`config.mk`:
```
export PLATFORM = sky130hd
export DESIGN_NAME = proto_handler
export DESIGN_NICKNAME = d
export VERILOG_FILES = /design/src/design/ph_pkg.sv /design/src/design/frame_store.sv /design/src/design/header_parser.sv /design/src/design/proto_handler.sv /design/src/design/reply_composer.sv
export VERILOG_INCLUDE_DIRS = /design/src /design/src/design
export SDC_FILE = /design/constraint.sdc
export NUM_CORES = 1
export LEC_CHECK = 0
export BUFFER_PORTS_ARGS = -buffer_cell sky130_fd_sc_hd__buf_2
export CAP_MARGIN = 0
export CORE_UTILIZATION = 25
export CTS_CLUSTER_DIAMETER = 50
export DETAILED_ROUTE_END_ITERATION = 8
export PLACE_DENSITY = 0.43
export SLEW_MARGIN = 10
export SYNTH_ARGS = -nofsm -noshare
export SYNTH_HDL_FRONTEND = slang
export SYNTH_HIERARCHICAL = 1
export SYNTH_SLANG_ARGS = --single-unit
```
`constraint.sdc`:
```
create_clock -name i_clk -period 9.7 [get_ports i_clk]
set_input_delay 0.485 -clock i_clk [delete_from_list [all_inputs] [get_ports i_clk]]
set_output_delay 0.485 -clock i_clk [all_outputs]
set_load 0.02 [all_outputs]
```
`src/design/ph_macros.svh`:
```
`ifndef PH_MACROS_SVH
`define PH_MACROS_SVH

// sizes, kept at the width of a frame length
`define PH_BUF_DEPTH        7'd64
`define PH_HDR_LEN          7'd7

// type codes
`define PH_TYPE_PING        8'h01
`define PH_TYPE_PING_REPLY  8'h81
`define PH_TYPE_ADDR_REQ    8'h03
`define PH_TYPE_ADDR_GRANT  8'h92
`define PH_ACK_BIT          4

// address handed out in a grant
`define PH_GRANT_ADDR       16'h0120

`endif

```
`src/design/ph_pkg.sv`:
```
package ph_pkg;

  typedef logic [7:0]  byte_t;
  typedef logic [15:0] node_addr_t;
  typedef logic [5:0]  buf_addr_t;
  // 0 to 64 stored bytes
  typedef logic [6:0]  frame_len_t;
  typedef logic [7:0]  pkt_type_t;
  typedef logic [15:0] scs_t;

  // receive side
  typedef enum logic {RECEIVE, HOLD} store_state_e;

  // transmit side
  typedef enum logic [2:0] {
    IDLE, DECIDE, HEADER, PAYLOAD, CHECKSUM, RELEASE
  } reply_state_e;

endpackage

```
`src/design/frame_store.sv`:
```
`timescale 1ns/1ps
`include "ph_macros.svh"

module frame_store (
  input  logic               i_clk,
  input  logic               i_rst,
  input  logic               i_rx_valid,
  input  ph_pkg::byte_t      i_rx_data,
  input  logic               i_rx_last,
  output logic               o_rx_ready,
  output logic               o_byte_stb,
  output ph_pkg::byte_t      o_byte,
  output ph_pkg::frame_len_t o_byte_pos,
  output logic               o_frame_held,
  output ph_pkg::frame_len_t o_frame_len,
  input  ph_pkg::buf_addr_t  i_rd_addr,
  output ph_pkg::byte_t      o_rd_data,
  input  logic               i_release
);

  ph_pkg::store_state_e state;
  ph_pkg::frame_len_t   count;
  ph_pkg::byte_t        mem [`PH_BUF_DEPTH];
  logic                 take;

  assign o_rx_ready   = (state == ph_pkg::RECEIVE);
  assign take         = i_rx_valid && o_rx_ready;
  assign o_frame_held = (state == ph_pkg::HOLD);
  assign o_frame_len  = count;

  // every accepted byte goes to the parser with its position
  assign o_byte_stb = take;
  assign o_byte     = i_rx_data;
  assign o_byte_pos = count;

  always_ff @(posedge i_clk) begin
    if (i_rst) begin
      state <= ph_pkg::RECEIVE;
      count <= '0;
    end else begin
      case (state)
        ph_pkg::RECEIVE: begin
          // saturate at full buffer, extra bytes dropped
          if (take && count != `PH_BUF_DEPTH)
            count <= count + 7'd1;
          if (take && i_rx_last)
            state <= ph_pkg::HOLD;
        end
        default: begin
          if (i_release) begin
            state <= ph_pkg::RECEIVE;
            count <= '0;
          end
        end
      endcase
    end
  end

  ////////////////////////////////////////////////////////////
  // frame buffer, registered read port
  ////////////////////////////////////////////////////////////
  always_ff @(posedge i_clk) begin
    if (take && count != `PH_BUF_DEPTH)
      mem[count[5:0]] <= i_rx_data;
    o_rd_data <= mem[i_rd_addr];
  end

endmodule

```
`src/design/header_parser.sv`:
```
`timescale 1ns/1ps
`include "ph_macros.svh"

module header_parser (
  input  logic               i_clk,
  input  logic               i_rst,
  input  logic               i_byte_stb,
  input  ph_pkg::byte_t      i_byte,
  input  ph_pkg::frame_len_t i_byte_pos,
  output ph_pkg::node_addr_t o_src,
  output ph_pkg::node_addr_t o_dst,
  output ph_pkg::pkt_type_t  o_type
);

  logic in_header;

  // payload bytes pass by untouched
  assign in_header = i_byte_stb && (i_byte_pos < `PH_HDR_LEN);

  ////////////////////////////////////////////////////////////
  // header layout: src(2) dst(2) size(2) type(1)
  ////////////////////////////////////////////////////////////
  always_ff @(posedge i_clk) begin
    if (i_rst) begin
      o_src  <= '0;
      o_dst  <= '0;
      o_type <= '0;
    end else if (in_header) begin
      case (i_byte_pos[2:0])
        3'd0: o_src[15:8] <= i_byte;
        3'd1: o_src[7:0]  <= i_byte;
        3'd2: o_dst[15:8] <= i_byte;
        3'd3: o_dst[7:0]  <= i_byte;
        // size bytes 4 and 5 not kept, stored count is used
        3'd6: o_type      <= i_byte;
        default: begin
          o_type <= o_type;
        end
      endcase
    end
  end

endmodule

```
`src/design/proto_handler.sv`:
```
`timescale 1ns/1ps

module proto_handler (
  input  logic          i_clk,
  input  logic          i_rst,
  input  logic          i_rx_valid,
  input  ph_pkg::byte_t i_rx_data,
  input  logic          i_rx_last,
  output logic          o_rx_ready,
  output logic          o_tx_valid,
  output ph_pkg::byte_t o_tx_data,
  output logic          o_tx_last,
  input  logic          i_tx_ready
);

  // byte strobe toward the parser
  logic               byte_stb;
  ph_pkg::byte_t      byte_val;
  ph_pkg::frame_len_t byte_pos;

  // held frame and buffer read port
  logic               frame_held;
  ph_pkg::frame_len_t frame_len;
  ph_pkg::buf_addr_t  rd_addr;
  ph_pkg::byte_t      rd_data;
  logic               release_frame;

  // parsed header
  ph_pkg::node_addr_t src;
  ph_pkg::node_addr_t dst;
  ph_pkg::pkt_type_t  pkt_type;

  frame_store u_store (
    .i_clk(i_clk), .i_rst(i_rst),
    .i_rx_valid(i_rx_valid), .i_rx_data(i_rx_data), .i_rx_last(i_rx_last),
    .o_rx_ready(o_rx_ready),
    .o_byte_stb(byte_stb), .o_byte(byte_val), .o_byte_pos(byte_pos),
    .o_frame_held(frame_held), .o_frame_len(frame_len),
    .i_rd_addr(rd_addr), .o_rd_data(rd_data), .i_release(release_frame)
  );

  header_parser u_parser (
    .i_clk(i_clk), .i_rst(i_rst),
    .i_byte_stb(byte_stb), .i_byte(byte_val), .i_byte_pos(byte_pos),
    .o_src(src), .o_dst(dst), .o_type(pkt_type)
  );

  reply_composer u_composer (
    .i_clk(i_clk), .i_rst(i_rst),
    .i_frame_held(frame_held), .i_frame_len(frame_len),
    .i_src(src), .i_dst(dst), .i_type(pkt_type),
    .o_rd_addr(rd_addr), .i_rd_data(rd_data), .o_release(release_frame),
    .o_tx_valid(o_tx_valid), .o_tx_data(o_tx_data), .o_tx_last(o_tx_last),
    .i_tx_ready(i_tx_ready)
  );

endmodule

```
`src/design/reply_composer.sv`:
```
`timescale 1ns/1ps
`include "ph_macros.svh"

module reply_composer (
  input  logic               i_clk,
  input  logic               i_rst,
  input  logic               i_frame_held,
  input  ph_pkg::frame_len_t i_frame_len,
  input  ph_pkg::node_addr_t i_src,
  input  ph_pkg::node_addr_t i_dst,
  input  ph_pkg::pkt_type_t  i_type,
  output ph_pkg::buf_addr_t  o_rd_addr,
  input  ph_pkg::byte_t      i_rd_data,
  output logic               o_release,
  output logic               o_tx_valid,
  output ph_pkg::byte_t      o_tx_data,
  output logic               o_tx_last,
  input  logic               i_tx_ready
);

  ph_pkg::reply_state_e state;
  ph_pkg::frame_len_t   idx;
  ph_pkg::frame_len_t   plen;
  ph_pkg::pkt_type_t    rtype;
  ph_pkg::scs_t         scs;
  ph_pkg::byte_t        next_byte;
  ph_pkg::frame_len_t   rd_next;
  logic                 emitting;
  logic                 load;
  logic                 chk_hi;

  assign emitting   = state inside {ph_pkg::HEADER, ph_pkg::PAYLOAD, ph_pkg::CHECKSUM};

  // output register takes a new byte whenever it is empty or drained
  assign load   = emitting && !o_tx_last && (!o_tx_valid || i_tx_ready);
  assign chk_hi = (idx == plen + `PH_HDR_LEN);

  // ping payload sits at the same index in the buffer
  // read one byte ahead on every load
  assign rd_next   = idx + {6'd0, load};
  assign o_rd_addr = rd_next[5:0];

  assign o_release = (state == ph_pkg::RELEASE);

  ////////////////////////////////////////////////////////////
  // next reply byte
  ////////////////////////////////////////////////////////////
  always_comb begin
    next_byte = 8'h00;
    case (state)
      ph_pkg::HEADER: begin
        case (idx[2:0])
          3'd0: next_byte = i_dst[15:8];
          3'd1: next_byte = i_dst[7:0];
          3'd2: next_byte = i_src[15:8];
          3'd3: next_byte = i_src[7:0];
          // P never exceeds 57
          3'd4: next_byte = 8'h00;
          3'd5: next_byte = {1'b0, plen};
          default: next_byte = rtype;
        endcase
      end
      ph_pkg::PAYLOAD: begin
        if (rtype == `PH_TYPE_ADDR_GRANT)
          next_byte = (idx == `PH_HDR_LEN) ? 8'(`PH_GRANT_ADDR >> 8) : 8'(`PH_GRANT_ADDR);
        else
          next_byte = i_rd_data;
      end
      ph_pkg::CHECKSUM: begin
        next_byte = chk_hi ? scs[15:8] : scs[7:0];
      end
      default: begin
        next_byte = 8'h00;
      end
    endcase
  end

  ////////////////////////////////////////////////////////////
  // reply FSM
  ////////////////////////////////////////////////////////////
  always_ff @(posedge i_clk) begin
    if (i_rst) begin
      state      <= ph_pkg::IDLE;
      idx        <= '0;
      scs        <= '0;
      o_tx_valid <= 1'b0;
      o_tx_last  <= 1'b0;
    end else begin
      if (load) begin
        o_tx_valid <= 1'b1;
        o_tx_last  <= (state == ph_pkg::CHECKSUM) && !chk_hi;
        idx        <= idx + 7'd1;
        // sum bytes as they enter the output register
        if (state != ph_pkg::CHECKSUM)
          scs <= scs + {8'h00, next_byte};
      end else if (i_tx_ready) begin
        o_tx_valid <= 1'b0;
      end

      case (state)
        ph_pkg::IDLE: begin
          if (i_frame_held)
            state <= ph_pkg::DECIDE;
        end
        ph_pkg::DECIDE: begin
          idx <= '0;
          scs <= '0;
          if (i_frame_len < `PH_HDR_LEN || i_type[`PH_ACK_BIT]) begin
            state <= ph_pkg::RELEASE;
          end else if (i_type == `PH_TYPE_PING) begin
            rtype <= `PH_TYPE_PING_REPLY;
            plen  <= i_frame_len - `PH_HDR_LEN;
            state <= ph_pkg::HEADER;
          end else if (i_type == `PH_TYPE_ADDR_REQ) begin
            rtype <= `PH_TYPE_ADDR_GRANT;
            plen  <= 7'd2;
            state <= ph_pkg::HEADER;
          end else begin
            state <= ph_pkg::RELEASE;
          end
        end
        ph_pkg::HEADER: begin
          if (load && idx == `PH_HDR_LEN - 7'd1)
            state <= (plen == '0) ? ph_pkg::CHECKSUM : ph_pkg::PAYLOAD;
        end
        ph_pkg::PAYLOAD: begin
          if (load && idx == plen + `PH_HDR_LEN - 7'd1)
            state <= ph_pkg::CHECKSUM;
        end
        ph_pkg::CHECKSUM: begin
          // wait for the low checksum byte to leave
          if (o_tx_valid && o_tx_last && i_tx_ready) begin
            o_tx_last <= 1'b0;
            state     <= ph_pkg::RELEASE;
          end
        end
        default: begin
          state <= ph_pkg::IDLE;
        end
      endcase
    end
  end

  always_ff @(posedge i_clk) begin
    if (load)
      o_tx_data <= next_byte;
  end

endmodule

```
==> run_results.csv <==
group,metric,value,unit
grt,overflow,0,
pwr,intPower,5.17,mW
floorplan,die_w,322,µm
pwr,ir_worst_vdd,318,µV
place,gp_congestion,0.748,
grt,antenna_found_initial,0,
setup_path,critical_path_peak_fanout,11,
layout,utilization,28.9,%
yosys,syn_avg_cell_area,16.7,µm²
cts,cts_resized,0,
floorplan,fp.dieArea,104000,µm²
detailed_routing,first_pass_iters,7,
yosys,syn_nets,1568,
place,port_buffers,23,
timing,final_max_slew_viol_count,0,
detailed_routing,wl_per_cell,21.7,µm
cts,clock_sinks,613,
yosys,synthCells,1531,
yosys,synth_edf_count,529,
timing,fin_setup_tns,0,ps
timing,setup_slack,4610,ps
yosys,synthArstFlopShare,0,%
layout,fillers,10055,
setup_path,cpPeakStageDelay,660,ps
cts,clockBufferDepth,3,
floorplan,core_area,102000,µm²
timing,fmax,196,MHz
pwr,power.density,242,nW/µm²
detailed_routing,drtIter0Drc,996,
setup_path,crit_required,10150,ps
timing,final.setup_skew,34.7,ps
cts,cts_tree,"yes",
pwr,sequentialPowerShare,41.8,%
cts,cts-htree-levels,3,
cts,clk_pin_slew,50,ps
layout,fin_area,29400,µm²
setup_path,worstPathArrival,5550,ps
timing,relSlewSlack,28.9,%
layout,drive_gt1_share,18.2,%
yosys,synth_cell_types,75,
setup_path,path_cells,"inv_1, ha_1, a21boi_1, xnor2_1, xnor2_1, nand4_1, mux2i_1, o221ai_1, ha_1, fa_1, a21o_1, a21oi_1, o21bai_1, a2111o_1, nand3_1, xor2_1, nor2_1",
yosys,synth_area_leader_cell,"edfxtp_1",
detailed_routing,drc,0,
detailed_routing,viasPerCell,4.57,
grt,grt_use_total,12.5,%
timing,post-route-min-period,5090,ps
detailed_routing,via_count,13614,
timing,setup_viol,0,
status,status,"complete, no violations",
grt,grt_max_degree,92,
yosys,syn-cell-area,25600,µm²
cts,cts_buffers,72,
worst_hold_path,hold_path.class,"input port to flip-flop",
yosys,synth_top_area_share,62.0,%
floorplan,start_util,25.2,%
pwr,p_clk_share,36.9,%
yosys,synth_warnings,6,
setup_path,worstSetupStartpointType,"flip-flop",
pwr,switchingPower,1.95,mW
floorplan,fp.dieH,322,µm
timing,worst-slew-pin-transition,1060,ps
grt,grt_pass1_wl,95.3,mm
detailed_routing,ant_nets,0,
grt,grt_pass1_vias,13908,
yosys,ys_ff_latch,613,
cts,clk_latency,610,ps
yosys,synth_area_leaders,"edfxtp_1 (62%), mux4_2 (9.8%), dfxtp_1 (6.6%)",
floorplan,floorplan.rows,117,
place,dp_hpwl,39.2,mm
pwr,power_frac_comb,21.3,%
layout,syn_to_final_growth,14.8,%
cts,post_cts_buffers,0,
cts,ctsHoldBuffers,0,
yosys,yosysSeqAreaShare,68.6,%
layout,n_antenna_cell,0,
setup_path,end_kind,"flip-flop",
detailed_routing,wirelength,64.7,mm
timing,hold-worst-slack,141,ps
layout,layout.nets,1590,
setup_path,crit_slowest_cell,"a21boi_1",
timing,finalCritPeriodShare,52.5,%
timing,rsz0062_at_grt,"no",
place,place_area,27100,µm²
pwr,leakage,9.23,nW
cts,cts.root.buffer_cell,"clkbuf_16",
place,post-place-ws,4550,ps
floorplan,io_pins,24,
yosys,synth_top_flop_cell,"edfxtp_1",
pwr,p_sw_share,27.4,%
timing,hold_violations,0,
run,cap_violations,0,
setup_path,crit_type,"flip-flop to flip-flop",
## path summary, 6_finish.rpt
kind,slack (ps),startpoint,cells after the start,to
hold reg to reg,480,u_parser/o_dst[9]$_SDFFE_PP0P_,2,u_parser/o_dst[9]$_SDFFE_PP0P_
hold / removal,140,i_rx_last,3,u_store/o_frame_held$_SDFF_PP0_
setup reg to reg,4610,u_composer/plen[2]$_SDFFCE_PP0P_,17,u_composer/scs[8]$_SDFFE_PP0P_
setup / recovery,4610,u_composer/plen[2]$_SDFFCE_PP0P_,17,u_composer/scs[8]$_SDFFE_PP0P_
## metal layers
| metal | share of wire, % | wire, µm | GRT usage [%] |
|---|---|---|---|
| met5 | 0 | 0 | 0 |
| met4 | 2.2 | 1420 | 3.54 |
| met3 | 4.3 | 2770 | 2.15 |
| met2 | 46 | 29700 | 19.4 |
| met1 | 48 | 30800 | 17.9 |
## logic make-up after synthesis
family          Yosys count  synth area share, %
buf+inv                 115                 2.44
xor+xnor                 44                 1.56
flops                   613                 68.6
fa+ha+maj                24                 1.20
simple gates            337                 6.62
mux                     218                 14.7
compound gates          180                 4.92
## registers in the layout (all words and copies together), names as in the netlist
| register | count |
|---|---|
| u_composer/scs | 16 |
| u_store/o_frame_held | 1 |
| u_parser/o_type | 8 |
| u_composer/plen | 7 |
| u_composer/o_tx_last | 1 |
| u_parser/o_dst | 16 |
| u_composer/o_tx_data | 8 |
| u_parser/o_src | 16 |
| u_composer/rtype | 2 |
| u_composer/idx | 7 |
| u_store/o_byte_pos | 7 |
| u_composer/o_tx_valid | 1 |
| u_store/mem | 512 |
| u_store/o_rd_data | 8 |
| u_composer/state | 3 |
## final cells by class
type	count	area (µm²)	area share (%)
Clock buffer	97	1960	6.65
Clock inverter	33	337	1.14
Sequential cell	613	17600	59.7
Tap cell	1368	1710	5.82
Timing Repair Buffer	46	300	1.02
Inverter	17	63.8	0.217
Multi-Input combinational cell	803	7490	25.5
## layout by cell type (no fill, tap or decap), types with 15 or more instances in the layout
master,instances
o21ai_0,20
mux4_2,111
clkbuf_16,74
clkbuf_1,21
edfxtp_1,529
nand2b_1,57
xnor2_1,21
dfxtp_1,84
mux2i_1,85
buf_4,22
inv_1,17
nand3_1,18
nor2b_1,16
a22oi_1,15
nor2_1,147
ha_1,21
xor2_1,18
buf_2,23
nand2_1,37
a211oi_1,19
a21oi_1,42
## critical path, delay by kind of cell, from the launching register on
family / cells / cell delay [ps]
compound gates: 6 / 1860
xor+xnor: 3 / 570
fa+ha+maj: 3 / 810
buf+inv: 1 / 120
flops: 1 / 480
mux: 1 / 350
simple gates: 3 / 770
## Yosys cell counts, types with 5 or more instances
master	n
o21ai_0	20
buf_4	30
or2_2	5
a211oi_1	19
xnor2_1	23
inv_1	17
nand2b_1	57
o22ai_1	8
mux4_2	111
clkbuf_1	31
a32o_1	5
o41ai_1	6
nand4_1	6
mux2_2	10
edfxtp_1	529
a21oi_1	42
dfxtp_1	84
a221o_1	7
o21ai_1	9
or3_1	10
o221ai_1	9
xor2_1	19
nor2_1	147
mux2i_1	85
nor2b_1	16
nor3_1	8
ha_1	23
nand3_1	18
mux4_1	11
o22a_1	6
a2111oi_0	7
and3_1	5
a22oi_1	15
buf_2	27
nand2_1	37
## power groups by stage
stage / Clock (mW) / Sequential, mW / Combinational, mW
2_1_floorplan: 0 / 3.02 / 1.13
3_3_place_gp: 0 / 3.03 / 1.56
3_5_place_dp: 0 / 3.03 / 1.56
4_1_cts: 2.72 / 2.98 / 1.57
5_1_grt: 2.81 / 2.98 / 1.64
6_report: 2.63 / 2.98 / 1.52
## per-stage QoR
step,cells,power [mW]
6_report,2977,7.13
5_1_grt,2977,7.43
4_1_cts,2977,7.26
3_5_place_dp,2847,4.59
3_3_place_gp,2847,4.59
2_1_floorplan,1531,4.16
Note: power is estimated with default switching activity, not from simulation.
